`src/rtl/rec_pkg.sv`:
```
package rec_pkg;

    // sample and memory word share one width
    localparam int SAMPLE_W  = 16;
    localparam int ADDR_W    = 20;
    localparam int LEN_W     = 32;  // stored high half first
    localparam int HDR_WORDS = 2;   // recording starts right after the header

    typedef enum logic [3:0] {
        REC_NONE   = 4'd0,
        REC_PLAY   = 4'd1,
        REC_PAUSE  = 4'd2,
        REC_STOP   = 4'd3,
        REC_RECORD = 4'd4
    } rec_code_e;

    // 3 falls back to normal
    typedef enum logic [1:0] {
        MODE_NORMAL = 2'd0,
        MODE_SLOW   = 2'd1,
        MODE_FAST   = 2'd2
    } play_mode_e;

    // command word with code in the msb
    typedef struct packed {
        rec_code_e  code;
        play_mode_e mode;
        logic [3:0] speed;     // 1..8 where 0 acts as 1
        logic       interp;
        logic [4:0] reserved;
    } rec_event_t;

    typedef struct packed {
        logic [ADDR_W-1:0]   addr;
        logic [SAMPLE_W-1:0] wdata;
        logic                we;
        logic                re;
    } mem_req_t;

endpackage

```
`src/rtl/interp_slope.sv`:
```
`timescale 1ns/1ps

module interp_slope (
    input  logic [rec_pkg::SAMPLE_W-1:0] i_diff,
    input  logic [3:0]                   i_speed,
    output logic [rec_pkg::SAMPLE_W-1:0] o_slope
);
    import rec_pkg::*;

    logic signed [SAMPLE_W-1:0] d;

    assign d = $signed(i_diff);  // two's complement difference

    // approximates d/speed with shifts only
    always_comb begin
        case (i_speed)
            4'd2:    o_slope = d >>> 1;
            4'd3:    o_slope = (d >>> 2) + (d >>> 4) + (d >>> 6);  // ~0.328
            4'd4:    o_slope = d >>> 2;
            4'd5:    o_slope = (d >>> 3) + (d >>> 4) + (d >>> 6);  // ~0.203
            4'd6:    o_slope = (d >>> 3) + (d >>> 5) + (d >>> 7);  // ~0.164
            4'd7:    o_slope = (d >>> 3) + (d >>> 6) + (d >>> 9);  // ~0.143
            4'd8:    o_slope = d >>> 3;
            default: o_slope = '0;  // no ramp for speed 1 or out of range
        endcase
    end

endmodule

```
`src/rtl/play_stepper.sv`:
```
`timescale 1ns/1ps

module play_stepper (
    input  logic                         i_clk,
    input  logic                         i_rst,
    input  logic                         i_start,
    input  logic                         i_accept,
    input  rec_pkg::play_mode_e          i_mode,
    input  logic [3:0]                   i_speed,
    input  logic                         i_interp,
    input  logic [rec_pkg::ADDR_W-1:0]   i_addr,
    input  logic [rec_pkg::SAMPLE_W-1:0] i_word,
    output logic [rec_pkg::ADDR_W-1:0]   o_next_addr,
    output logic                         o_at_boundary,
    output logic [rec_pkg::SAMPLE_W-1:0] o_sample
);
    import rec_pkg::*;

    logic [3:0]          eff_speed;
    logic [3:0]          rep_cnt_r;  // output index k within the current word
    logic [SAMPLE_W-1:0] prev_r;     // p, last word passed
    logic [SAMPLE_W-1:0] acc_r;      // k * slope
    logic [SAMPLE_W-1:0] diff;
    logic [SAMPLE_W-1:0] slope;
    logic                slow;
    logic                last_rep;

    assign eff_speed = (i_speed == 4'd0) ? 4'd1 : i_speed;
    assign slow      = (i_mode == MODE_SLOW);
    assign last_rep  = (rep_cnt_r == eff_speed - 4'd1);
    assign diff      = i_word - prev_r;

    interp_slope u_slope (
        .i_diff  (diff),
        .i_speed (eff_speed),
        .o_slope (slope)
    );

    // step taken on the next accept
    always_comb begin
        o_next_addr   = i_addr + 1'b1;
        o_at_boundary = 1'b1;
        o_sample      = i_word;
        case (i_mode)
            MODE_FAST: begin
                o_next_addr = i_addr + {{(ADDR_W-4){1'b0}}, eff_speed};
            end
            MODE_SLOW: begin
                o_at_boundary = last_rep;  // word ends only after its last repeat
                o_next_addr   = last_rep ? i_addr + 1'b1 : i_addr;
                o_sample      = i_interp ? prev_r + acc_r : prev_r;
            end
            default: ;  // normal and code 3
        endcase
    end

    always_ff @(posedge i_clk or posedge i_rst) begin
        if (i_rst) begin
            rep_cnt_r <= '0;
        end else if (i_start) begin
            rep_cnt_r <= '0;
        end else if (i_accept && slow) begin
            rep_cnt_r <= last_rep ? 4'd0 : rep_cnt_r + 4'd1;
        end
    end

    // held word and ramp restart from zero at each playback start
    always_ff @(posedge i_clk) begin
        if (i_start) begin
            prev_r <= '0;
            acc_r  <= '0;
        end else if (i_accept && slow) begin
            if (last_rep) begin
                prev_r <= i_word;
                acc_r  <= '0;
            end else begin
                acc_r <= acc_r + slope;
            end
        end
    end

    // repeat index never reaches the effective speed
    a_rep_range: assert property (@(posedge i_clk) disable iff (i_rst)
        (i_accept && slow) |-> (rep_cnt_r < eff_speed));

endmodule

```
`src/rtl/rec_ctrl.sv`:
```
`timescale 1ns/1ps

module rec_ctrl (
    input  logic                         i_clk,
    input  logic                         i_rst,
    input  rec_pkg::rec_event_t          i_event,
    input  logic [rec_pkg::SAMPLE_W-1:0] i_adc_data,
    input  logic                         i_adc_valid,
    output logic                         o_adc_ready,
    output rec_pkg::mem_req_t            o_mem,
    input  logic [rec_pkg::SAMPLE_W-1:0] i_mem_rdata,
    input  logic                         i_dac_ready,
    output logic                         o_dac_valid,
    output logic                         o_stop_signal,
    output logic                         o_play_start,
    output logic                         o_play_accept,
    output logic [rec_pkg::ADDR_W-1:0]   o_play_addr,
    input  logic [rec_pkg::ADDR_W-1:0]   i_next_addr,
    input  logic                         i_at_boundary
);
    import rec_pkg::*;

    typedef enum logic [2:0] {
        S_IDLE,
        S_REC,
        S_REC_PAUSE,
        S_HDR_WR,
        S_HDR_RD,
        S_PLAY,
        S_PLAY_PAUSE
    } state_e;

    state_e            state_r, state_nx;
    logic [ADDR_W-1:0] addr_r, addr_nx;          // record or play address
    logic [LEN_W-1:0]  len_r, len_nx;
    logic              hdr_cnt_r, hdr_cnt_nx;    // header word 0 or 1
    logic              to_pause_r, to_pause_nx;  // header write target
    logic              dac_valid_nx;
    logic              stop_nx;
    logic              play_end;

    assign o_adc_ready   = (state_r == S_REC);
    assign o_play_accept = o_dac_valid && i_dac_ready;
    assign o_play_addr   = addr_r;

    // the step being consumed lands on or past the length
    assign play_end = o_play_accept && i_at_boundary &&
                      ({{(LEN_W-ADDR_W){1'b0}}, i_next_addr} >= len_r);

    always_comb begin
        o_mem = '0;
        case (state_r)
            S_REC: begin
                o_mem.addr  = addr_r;
                o_mem.wdata = i_adc_data;
                o_mem.we    = i_adc_valid;
            end
            S_HDR_WR: begin
                o_mem.addr  = {{(ADDR_W-1){1'b0}}, hdr_cnt_r};
                o_mem.wdata = hdr_cnt_r ? len_r[SAMPLE_W-1:0] : len_r[LEN_W-1:SAMPLE_W];
                o_mem.we    = 1'b1;
            end
            S_HDR_RD: begin
                o_mem.addr = {{(ADDR_W-1){1'b0}}, hdr_cnt_r};
                o_mem.re   = 1'b1;
            end
            S_PLAY: begin
                o_mem.addr = addr_r;
                o_mem.re   = 1'b1;
            end
            default: ;
        endcase
    end

    always_comb begin
        state_nx     = state_r;
        addr_nx      = addr_r;
        len_nx       = len_r;
        hdr_cnt_nx   = hdr_cnt_r;
        to_pause_nx  = to_pause_r;
        dac_valid_nx = o_dac_valid;
        stop_nx      = 1'b0;
        o_play_start = 1'b0;
        case (state_r)
            S_IDLE: begin
                if (i_event.code == REC_PLAY) begin
                    state_nx   = S_HDR_RD;
                    hdr_cnt_nx = 1'b0;
                end else if (i_event.code == REC_RECORD) begin
                    state_nx = S_REC;
                    addr_nx  = ADDR_W'(HDR_WORDS);
                end
            end
            S_REC: begin
                if (i_adc_valid) addr_nx = addr_r + 1'b1;  // sample taken
                if (i_event.code == REC_PAUSE || i_event.code == REC_STOP) begin
                    state_nx    = S_HDR_WR;
                    hdr_cnt_nx  = 1'b0;
                    to_pause_nx = (i_event.code == REC_PAUSE);
                    len_nx      = {{(LEN_W-ADDR_W){1'b0}}, addr_nx};
                end
            end
            S_HDR_WR: begin
                hdr_cnt_nx = ~hdr_cnt_r;
                if (hdr_cnt_r) state_nx = to_pause_r ? S_REC_PAUSE : S_IDLE;
            end
            S_REC_PAUSE: begin
                case (i_event.code)
                    REC_PLAY: begin
                        state_nx   = S_HDR_RD;
                        hdr_cnt_nx = 1'b0;
                    end
                    REC_RECORD: begin
                        state_nx = S_REC;
                        addr_nx  = len_r[ADDR_W-1:0];  // resume after last word
                    end
                    REC_STOP: state_nx = S_IDLE;
                    default: ;
                endcase
            end
            S_HDR_RD: begin
                hdr_cnt_nx = ~hdr_cnt_r;
                if (!hdr_cnt_r) begin
                    len_nx[LEN_W-1:SAMPLE_W] = i_mem_rdata;
                end else begin
                    len_nx[SAMPLE_W-1:0] = i_mem_rdata;
                    addr_nx              = ADDR_W'(HDR_WORDS);
                    if ({len_r[LEN_W-1:SAMPLE_W], i_mem_rdata} <= LEN_W'(HDR_WORDS)) begin
                        state_nx = S_IDLE;  // empty recording ends at once
                        stop_nx  = 1'b1;
                    end else begin
                        state_nx     = S_PLAY;
                        dac_valid_nx = 1'b1;
                        o_play_start = 1'b1;
                    end
                end
            end
            S_PLAY: begin
                if (o_play_accept) addr_nx = i_next_addr;
                if (play_end) begin
                    state_nx     = S_IDLE;
                    dac_valid_nx = 1'b0;
                    stop_nx      = 1'b1;
                end else if (i_event.code == REC_PAUSE) begin
                    state_nx     = S_PLAY_PAUSE;
                    dac_valid_nx = 1'b0;
                end else if (i_event.code == REC_STOP) begin
                    state_nx     = S_IDLE;
                    dac_valid_nx = 1'b0;
                end
            end
            S_PLAY_PAUSE: begin
                case (i_event.code)
                    REC_PLAY: begin
                        state_nx     = S_PLAY;  // header already loaded
                        dac_valid_nx = 1'b1;
                    end
                    REC_RECORD: begin
                        state_nx = S_REC;
                        addr_nx  = ADDR_W'(HDR_WORDS);
                    end
                    REC_STOP: state_nx = S_IDLE;
                    default: ;
                endcase
            end
            default: state_nx = S_IDLE;
        endcase
    end

    always_ff @(posedge i_clk or posedge i_rst) begin
        if (i_rst) begin
            state_r       <= S_IDLE;
            addr_r        <= '0;
            len_r         <= LEN_W'(HDR_WORDS);
            hdr_cnt_r     <= 1'b0;
            to_pause_r    <= 1'b0;
            o_dac_valid   <= 1'b0;
            o_stop_signal <= 1'b0;
        end else begin
            state_r       <= state_nx;
            addr_r        <= addr_nx;
            len_r         <= len_nx;
            hdr_cnt_r     <= hdr_cnt_nx;
            to_pause_r    <= to_pause_nx;
            o_dac_valid   <= dac_valid_nx;
            o_stop_signal <= stop_nx;
        end
    end

    a_mem_excl: assert property (@(posedge i_clk) disable iff (i_rst)
        !(o_mem.we && o_mem.re));

    // ADC and DAC sides never active together
    a_adc_rec: assert property (@(posedge i_clk) disable iff (i_rst)
        o_adc_ready |-> (state_r == S_REC) && !o_dac_valid);

    // end pulse always comes with the DAC stream closed
    a_stop_quiet: assert property (@(posedge i_clk) disable iff (i_rst)
        o_stop_signal |-> !o_dac_valid && !$past(o_stop_signal));

endmodule

```
`src/rtl/audio_recorder_top.sv`:
```
`timescale 1ns/1ps

module audio_recorder_top (
    input  logic                         i_clk,
    input  logic                         i_rst,
    input  rec_pkg::rec_event_t          i_event,
    input  logic [rec_pkg::SAMPLE_W-1:0] i_adc_data,
    input  logic                         i_adc_valid,
    output logic                         o_adc_ready,
    output rec_pkg::mem_req_t            o_mem,
    input  logic [rec_pkg::SAMPLE_W-1:0] i_mem_rdata,
    output logic [rec_pkg::SAMPLE_W-1:0] o_dac_data,
    output logic                         o_dac_valid,
    input  logic                         i_dac_ready,
    output logic                         o_stop_signal
);
    import rec_pkg::*;

    logic              play_start;
    logic              play_accept;  // DAC handshake
    logic [ADDR_W-1:0] play_addr;
    logic [ADDR_W-1:0] next_addr;
    logic              at_boundary;

    rec_ctrl u_ctrl (
        .i_clk         (i_clk),
        .i_rst         (i_rst),
        .i_event       (i_event),
        .i_adc_data    (i_adc_data),
        .i_adc_valid   (i_adc_valid),
        .o_adc_ready   (o_adc_ready),
        .o_mem         (o_mem),
        .i_mem_rdata   (i_mem_rdata),
        .i_dac_ready   (i_dac_ready),
        .o_dac_valid   (o_dac_valid),
        .o_stop_signal (o_stop_signal),
        .o_play_start  (play_start),
        .o_play_accept (play_accept),
        .o_play_addr   (play_addr),
        .i_next_addr   (next_addr),
        .i_at_boundary (at_boundary)
    );

    play_stepper u_step (
        .i_clk         (i_clk),
        .i_rst         (i_rst),
        .i_start       (play_start),
        .i_accept      (play_accept),
        .i_mode        (i_event.mode),
        .i_speed       (i_event.speed),
        .i_interp      (i_event.interp),
        .i_addr        (play_addr),
        .i_word        (i_mem_rdata),
        .o_next_addr   (next_addr),
        .o_at_boundary (at_boundary),
        .o_sample      (o_dac_data)
    );

endmodule

```
`config.mk`:
```
export PLATFORM = sky130hd
export DESIGN_NAME = audio_recorder_top
export DESIGN_NICKNAME = d
export VERILOG_FILES = /design/src/rtl/rec_pkg.sv /design/src/rtl/interp_slope.sv /design/src/rtl/play_stepper.sv /design/src/rtl/rec_ctrl.sv /design/src/rtl/audio_recorder_top.sv
export SDC_FILE = /design/constraint.sdc
export NUM_CORES = 1
export LEC_CHECK = 0
export BUFFER_PORTS_ARGS = -buffer_cell sky130_fd_sc_hd__buf_4
export CAP_MARGIN = 40
export CORE_ASPECT_RATIO = 1.5
export CORE_MARGIN = 2
export CORE_UTILIZATION = 35
export CTS_CLUSTER_DIAMETER = 150
export DETAILED_ROUTE_END_ITERATION = 6
export PLACE_DENSITY_LB_ADDON = 0.1
export SYNTH_ARGS = -nofsm -noshare
export SYNTH_HDL_FRONTEND = slang
export SYNTH_SLANG_ARGS = --single-unit
```
`constraint.sdc`:
```
create_clock -name i_clk -period 15 [get_ports i_clk]
set_clock_uncertainty 0.15 [all_clocks]
set_input_delay 1.5 -clock i_clk [delete_from_list [all_inputs] [get_ports i_clk]]
set_output_delay 1.5 -clock i_clk [all_outputs]
set_load 0.01 [all_outputs]
```
# [Word-level counts from Yosys, hierarchy flattened]
# Index checks and enable logic that the tools add are counted.
[word_totals] register_bits=95 inputBits=52 out_inout_bits=57 elab_cells=143
[classes] addsub=15 magnitude_cmp=2 eq_ne=34 mux=56 bitwise=1 n_reduce_logical=24
[ops] op="$mux 20" n=7
[ops] op="$pmux 20 s6" n=1
[ops] op="$pmux 16 s7" n=1
[ops] op="$mux 16" n=6
[ops] op="$pmux 20 s2" n=2
[ops] op="$pmux 32 s2" n=1
[ops] op="$pmux 17 s2" n=1
[ops] op="$add 16x16->16" n=2
[ops] op="$ge 20x32->1" n=1
[ops] op="$le 32x2->1 const B" n=1
[ops] op="$mux 32" n=1
[ops] op="$mux 3" n=9
[ops] op="$pmux 3 s7" n=1
[ops] op="$add 20x1->20 const B" n=1
[ops] op="$add 20x4->20" n=1
[ops] op="$eq 4x3->1 const B" n=5
[ops] op="$pmux 3 s3" n=2
[ops] op="$add 15x10->16" n=1
[ops] op="$eq 4x2->1 const B" n=4
[ops] op="$mux 1" n=16
[ops] op="$mux 4" n=4
[ops] op="$sub 16x16->16" n=1
[ops] op="$add 14x10->15" n=1
[ops] op="$add 14x12->15" n=1
[ops] op="other kinds (35)" n=61

# [Longest topological paths before layout]
# Gate-level depths: netlist of run 1.
[depth] depth_word=10 ltp_mapped=33 mapped_depth_nobuf=33

# [Modules after synthesis]
# Synthesis of run 1 repeated with hierarchy kept, for this count alone.
[hier_totals] hier_cells=1675 area_unflattened_um2=12771.0
[by_module_without_submodules] module="play_stepper" instances=1 cells_each=674 area_each_um2=4850.9 seq_area_each_um2=740.7
[by_module_without_submodules] module="rec_ctrl" instances=1 cells_each=580 area_each_um2=4611.9 seq_area_each_um2=1477.7
[by_module_without_submodules] module="interp_slope" instances=1 cells_each=421 area_each_um2=3308.2 seq_area_each_um2=0.0

# [Least setup slack after synthesis of run 1]
# No wires, ideal clock.
[synth_path] kind="input port to flip-flop" from="input i_mem_rdata[0] (netlist bit)" to="register u_step.acc_r[15]" setup_time_ps=58 arrival_ps=7342 t_required_ps=14792 setup_slack_ps=7451 path_stages=32 n_path_buf=0 path_cell_list="nand2b_4 fa_1 a21o_1 a21oi_1 o21bai_1 a31oi_1 nor2b_1 nor2_1 xnor2_1 inv_2 fa_1 inv_1 fa_1 a21o_1 a21oi_1 o21bai_1 a21oi_1 xnor2_1 a21oi_1 o21ai_0 a221oi_1 o21ai_1 ha_1 o21a_1 nor2_1 nor3_1 a41oi_1 a21boi_1 a31oi_1 nand2b_1 mux2i_1 o22a_1"
[synth_via] elab_chain_len=6 word_cells_on_any_way=16 cone_classes="add/sub (10); order compare (1); mux (5)"
[synth_rtl] element="from (decl)" line="audio_recorder_top.sv:11" rtl="input logic [rec_pkg::SAMPLE_W-1:0] i_mem_rdata,"
[synth_rtl] element="$sub 16x16->16" line="play_stepper.sv:31" rtl="assign diff = i_word - prev_r;"
[synth_rtl] element="$add 14x12->15 (tied with other cells)" line="interp_slope.sv:18" rtl="4'd3: o_slope = (d >>> 2) + (d >>> 4) + (d >>> 6);"
[synth_rtl] element="$add 15x10->16 (tied with other cells)" line="interp_slope.sv:18"
[synth_rtl] element="$pmux 16 s7" line="interp_slope.sv:16" rtl="case (i_speed)"
[synth_rtl] element="$add 16x16->16" line="play_stepper.sv:77" rtl="acc_r <= acc_r + slope;"
[synth_rtl] element="$mux 16" line="play_stepper.sv:73" rtl="if (last_rep) begin"
[synth_rtl] element="to (signal assigned)" line="play_stepper.sv:77"
[synth_rtl] element="to (decl)" line="play_stepper.sv:22" rtl="logic [SAMPLE_W-1:0] acc_r;"
# Parallel ways exist; a longest one is shown, timed or not.
# A chain may end at the register's enable or synchronous reset.

# [Worst setup path after layout of run 1]
[layout_path] from="input i_mem_rdata[1] (netlist bit)" to="register u_step.acc_r[15]"
# Same word-level chain as after synthesis.

==> results of run 1 <==
-- Yosys cell counts (17+ instances only) --
library cell / number
a21o_1: 48
a21oi_1: 126
and2_1: 23
clkbuf_1: 68
dfrtp_1: 62
dfxtp_1: 32
fa_1: 24
ha_1: 121
inv_1: 88
mux2i_1: 63
nand2_1: 167
nand2b_1: 17
nand3_1: 29
nor2_1: 136
nor2b_1: 26
nor3_1: 32
o21ai_0: 63
o21ai_1: 65
o22ai_1: 30
xnor2_1: 79
xor2_1: 46
-- cell families after synthesis --
logic type,after synthesis,synth area share
adders and majority gates,145,0.163
and+or+nand+nor,496,0.190
AOI/OAI and AO/OA,500,0.262
muxes,68,0.0563
buffers and inverters,188,0.0591
DFF,95,0.181
xor gates and xnor gates,125,0.0893
-- per-stage QoR --
step / cell area, um^2 / cells / hold slack (ns)
2_1_floorplan: 12300 / 1617 / 0.295
3_3_place_gp: 13500 / 2125 / 0.329
3_5_place_dp: 13600 / 2135 / 0.333
4_1_cts: 13900 / 2151 / 0.351
5_1_grt: 13900 / 2151 / 0.394
6_report: 13900 / 2151 / 0.353
-- routing by layer --
layer / vias up / share of wire
li1: 5902 / -
met2: 303 / 0.53
met5: - / 0
met4: 0 / 0.075
met1: 5668 / 0.37
met3: 126 / 0.028
-- worst max-delay path: cells and delay by family --
kind	cells	cell delay [ns]
compound gates	18	3.52
mux	1	0.14
xor+xnor	3	0.42
buf+inv	2	0.46
fa+ha+maj	4	1.29
simple gates	5	1.20
-- registers in the layout, indices dropped and copies added, names as in the netlist --
register              flops
u_ctrl.hdr_cnt_r          1
u_ctrl.len_r             32
u_ctrl.o_dac_valid        1
u_ctrl.o_play_addr       20
u_ctrl.o_stop_signal      1
u_ctrl.state_r            3
u_ctrl.to_pause_r         1
u_step.acc_r             16
u_step.prev_r            16
u_step.rep_cnt_r          4
-- layout make-up --
| type | count | share of cell area |
|---|---|---|
| multi-input combinational | 1334 | 0.671 |
| sequential | 95 | 0.159 |
| timing repair buffer | 137 | 0.0799 |
| tap | 473 | 0.0425 |
| inverter | 96 | 0.0261 |
| clock buffer | 10 | 0.0172 |
| clock inverter | 6 | 0.00359 |
-- final timing paths --
kind / endpoint / slack (ns) / cells past startpoint
setup reg to reg: u_step.acc_r[15] / 7.40 / 33
min in group asynchronous: u_ctrl.len_r[24] / 0.97 / 3
max in group asynchronous: u_ctrl.len_r[1] / 13.15 / 4
hold / removal: u_ctrl.to_pause_r / 0.35 / 2
setup / recovery: u_step.acc_r[15] / 6.62 / 33
hold reg to reg: u_ctrl.to_pause_r / 0.35 / 2
==> flow_summary_export.csv, run 1 <==
group,metric,value,unit
cts,cts.clk_slew.worst_paths,0.07,ns
floorplan,fp.dieH,233,um
logic_synthesis,synth_ff_type,"dfrtp_1",
sta,slew_headroom,0.499,
logic_synthesis,netlist_instances,1617,
global_route,grt_max_degree,52,
cts,h-tree-depth,3,
sta,postLayoutSetupSlackWorst,6.62,ns
routing,dr.first_iter.drc_count,580,
setup_path,cp.arrival,8.55,ns
cts,clk_latency,0.38,ns
global_route,use_met1,0.254,
floorplan,start_util,0.352,
setup_path,required,15.17,ns
logic_synthesis,ys_seq_area_frac,0.181,
logic_synthesis,yosysTopAreaCell,"dfrtp_1",
global_route,antenna_found_initial,0,
placed_design,dp_slack,6.21,ns
logic_synthesis,synthDistinctLibCells,83,
sta,drv_slew,0,
worst_hold_path,holdCritPathClass,"flop to flop",
finish,nNetsFinal,1870,
setup_path,regToRegStartpoint,"u_step.prev_r[1]",
global_route,gr-usage-all-layers,0.245,
finish,drive_above_1_share,0.113,
setup_path,worst-path-max-fanout,18,
routing,ant_nets,0,
logic_synthesis,synth_top_area_frac,0.127,
cts,cts_resized,0,
cts,cts_setup_buffers,0,
routing,dr.pass1.iters,5,
floorplan,io_pins,109,
finish,mostFrequentLayoutCell,"nand2_1",
global_route,grt_pass1_wl,68400,um
routing,wl_per_cell,20.6,um
sta,min_period_over_period,0.559,
logic_synthesis,synthArstFlopShare,0.663,
sta,setup_viol,0,
cts,cts.path.max_buffers,2,
routing,via_per_inst,5.58,
setup_path,cp_common_cell,"ha_1",
run_status,outcome,"completed",
logic_synthesis,synth-seq-cells,95,
setup_path,path_class,"input port to flop",
setup_path,crit_path_start,"i_mem_rdata[1]",
logic_synthesis,ys_top_cells_by_area,"dfrtp_1 13%, ha_1 12%, xnor2_1 5.6%",
sta,rsz0062_at_grt,"no",
sta,fin_tns_setup,0,ns
logic_synthesis,yosys_warnings,0,
placed_design,port_buffers,103,
logic_synthesis,avgSynthCellArea,7.58,um^2
placed_design,gp_congestion,0.864,
finish,post-route-util,0.400,
finish,multi_input_area,0.00935,mm^2
cts,cts_buffers,9,
finish,final_cell_mix,"167 x nand2_1, 136 x nor2_1, 129 x buf_4, 126 x a21oi_1, 121 x ha_1",
cts,cts_tree,"yes",
global_route,busiest_layer,"met2",
logic_synthesis,synth_edf_count,0,
cts,root_buffer,"clkbuf_16",
floorplan,fp.dieW,157,um
sta,tightest_slew,0.752,ns
finish,n_antenna_cell,0,
floorplan,rows,84,
worst_hold_path,min_from,"u_ctrl.to_pause_r",
cts,cts_hold_buf,0,
global_route,grt_overflow,0,
setup_path,cp_slowest_cell,"ha_1",
cts,cts.sinks,95,
global_route,first_global_vias,12000,
sta,fmax,119,MHz
finish,syn_to_final_growth,13.5,%
floorplan,fp.dieArea,0.0366,mm^2
setup_path,endpoint_kind,"flop",
floorplan,core_area,0.0348,mm^2
routing,vias,12000,
routing,totalWireLength,44300,um
finish,seq_area,0.00222,mm^2
setup_path,startpoint_type,"input port",
global_route,use_met2,0.462,
sta,timing_hold_violations_final,0,
logic_synthesis,synth_nets,1814,
routing,drc,0,
setup_path,crit_path_max_incr_delay,0.43,ns
flow_run,maxCapViolations,0,
global_route,groute.layer.met3.usage,0.0206,
placed_design,hpwl,35600,um
finish,nFillCells,3660,
logic_synthesis,synth_area,0.0123,mm^2
sta,layout_min_cycle_time,8.38,ns
Power of run 1 is not shown: default switching activity piles up to over one toggle a cycle in this logic, so the estimate is an artifact.
==> run 2: changes to the inputs <==
clock period = 7.7 ns   (was 15 ns; I/O delays follow)
==> run 2 against run 1 <==
Against the previous run:
- register-to-register slack lost 6.7 ns
- global-route usage grew 0.25 points
- wire length grew 2.1%
- via count grew 1.8%
- final cell count grew 1.4%
- non-clock buffer count grew 30
- cell area grew 1.7%
- largest cell class unchanged
- first-iteration DRC count grew 2.2%
- utilization grew 0.68 points
- die area is the same
- setup slack lost 6.1 ns
==> flow_summary_export.csv, run 2 (synthesized netlist as in run 1, its figures left out) <==
group,metric,value,unit
routing,via_per_inst,5.60,
setup_path,startpoint_type,"input port",
run_status,outcome,"completed",
finish,mostFrequentLayoutCell,"nand2_1",
floorplan,rows,84,
floorplan,fp.dieH,233,um
floorplan,core_area,0.0348,mm^2
sta,fmax,140,MHz
floorplan,fp.dieW,157,um
sta,rsz0062_at_grt,"no",
setup_path,path_class,"input port to flop",
routing,totalWireLength,45200,um
flow_run,maxCapViolations,0,
floorplan,io_pins,109,
finish,seq_area,0.00222,mm^2
cts,cts.path.max_buffers,2,
routing,vias,12200,
placed_design,dp_slack,0.0295,ns
placed_design,gp_congestion,0.875,
finish,final_cells,2181,
global_route,grt_pass1_wl,69000,um
setup_path,cp.arrival,7.30,ns
sta,min_period_over_period,0.927,
setup_path,cp_top_family,"compound AO/OA/AOI/OAI gates",
sta,postLayoutSetupSlackWorst,0.561,ns
global_route,grt_overflow,0,
placed_design,hpwl,36300,um
placed_design,port_buffers,103,
cts,cts_tree,"yes",
sta,drv_slew,0,
finish,multi_input_area,0.00936,mm^2
routing,dr.pass1.iters,5,
setup_path,required,7.86,ns
floorplan,start_util,0.352,
finish,top_register,"u_ctrl.len_r",
sta,slew_headroom,0.483,
sta,fin_tns_setup,0,ns
sta,timing_hold_violations_final,0,
finish,drive_above_1_share,0.128,
finish,nFillCells,3650,
sta,setup_viol,0,
global_route,antenna_found_initial,0,
finish,n_antenna_cell,0,
floorplan,fp.dieArea,0.0366,mm^2
finish,nNetsFinal,1900,
sta,tightest_slew,0.776,ns
setup_path,cp_slowest_cell,"fa_1",
global_route,grt_max_degree,58,
cts,root_buffer,"clkbuf_16",
routing,dr.first_iter.drc_count,593,
global_route,gr-usage-all-layers,0.248,
sta,layout_min_cycle_time,7.14,ns
cts,cts.sinks,95,
finish,post-route-util,0.407,
routing,ant_nets,0,
finish,final_cell_mix,"167 x nand2_1, 161 x buf_4, 136 x nor2_1, 126 x a21oi_1, 121 x ha_1",
setup_path,worst-path-max-fanout,7,
finish,largest_reg_flops,32,
cts,cts.clk_slew.worst_paths,0.08,ns
routing,drc,0,
routing,wl_per_cell,20.7,um
cts,cts_buffers,9,
setup_path,worst-path-buf-inv,4,
cts,cts_setup_buffers,0,
cts,clk_latency,0.38,ns
finish,syn_to_final_growth,15.5,%
placed_design,dp.cells,2165,
setup_path,endpoint_kind,"flop",
setup_path,crit_path_max_incr_delay,0.56,ns
worst_hold_path,holdCritPathClass,"input port to asynchronous set/reset pin",
global_route,first_global_vias,12100,
cts,h-tree-depth,3,
run 2: cell count changes in the layout (fill, tap and decap cells not counted), sizes merged:
cell    delta
bufinv     +1
buf       +30
inv        -2
clkbuf     +1
run 2: worst min-delay path: cells and delay by family:
kind / cells / cell delay (ns)
buffers and inverters: 3 / 0.31
run 2: area by class of cell:
type	count	share of cell area
Tap cell	473	0.0418
Inverter	96	0.0256
Clock buffer	11	0.0171
Sequential cell	95	0.157
Timing Repair Buffer	167	0.0934
Clock inverter	5	0.00451
Multi-Input combinational cell	1334	0.661
run 2: final timing paths:
| path | startpoint | to | cells past startpoint | slack, ns |
|---|---|---|---|---|
| min in group i_clk | u_ctrl.len_r[25] | u_ctrl.len_r[25] | 2 | 0.36 |
| hold reg to reg | u_ctrl.len_r[25] | u_ctrl.len_r[25] | 2 | 0.36 |
| setup reg to reg | u_step.prev_r[1] | u_step.acc_r[15] | 31 | 0.67 |
| setup / recovery | i_mem_rdata[0] | u_step.acc_r[15] | 33 | 0.56 |
| max in group asynchronous | i_rst | u_ctrl.len_r[1] | 4 | 6.61 |
| hold / removal | i_rst | u_ctrl.o_stop_signal | 3 | 0.21 |
run 2: repair_timing:
action	CTS	global route
setup endpoints to repair	0	1
gates resized for setup	0	1
hold buffers	0	0
run 2: metrics by stage:
| stage | hold slack (ns) | instance area [um^2] |
|---|---|---|
| 2_1_floorplan | 0.295 | 12300 |
| 3_3_place_gp | 0.337 | 13700 |
| 3_5_place_dp | 0.344 | 13800 |
| 4_1_cts | 0.202 | 14100 |
| 5_1_grt | 0.207 | 14200 |
| 6_report | 0.205 | 14200 |
run 2: metal layers:
layer | global-route usage | up-vias | share of wire
met2 | 0.472 | 281 | 0.53
li1 | - | 5960 | -
met1 | 0.252 | 5851 | 0.37
met4 | 0.169 | 0 | 0.072
met3 | 0.0206 | 118 | 0.029
met5 | 0 | - | 0
Power of run 2 is left out for the same reason.
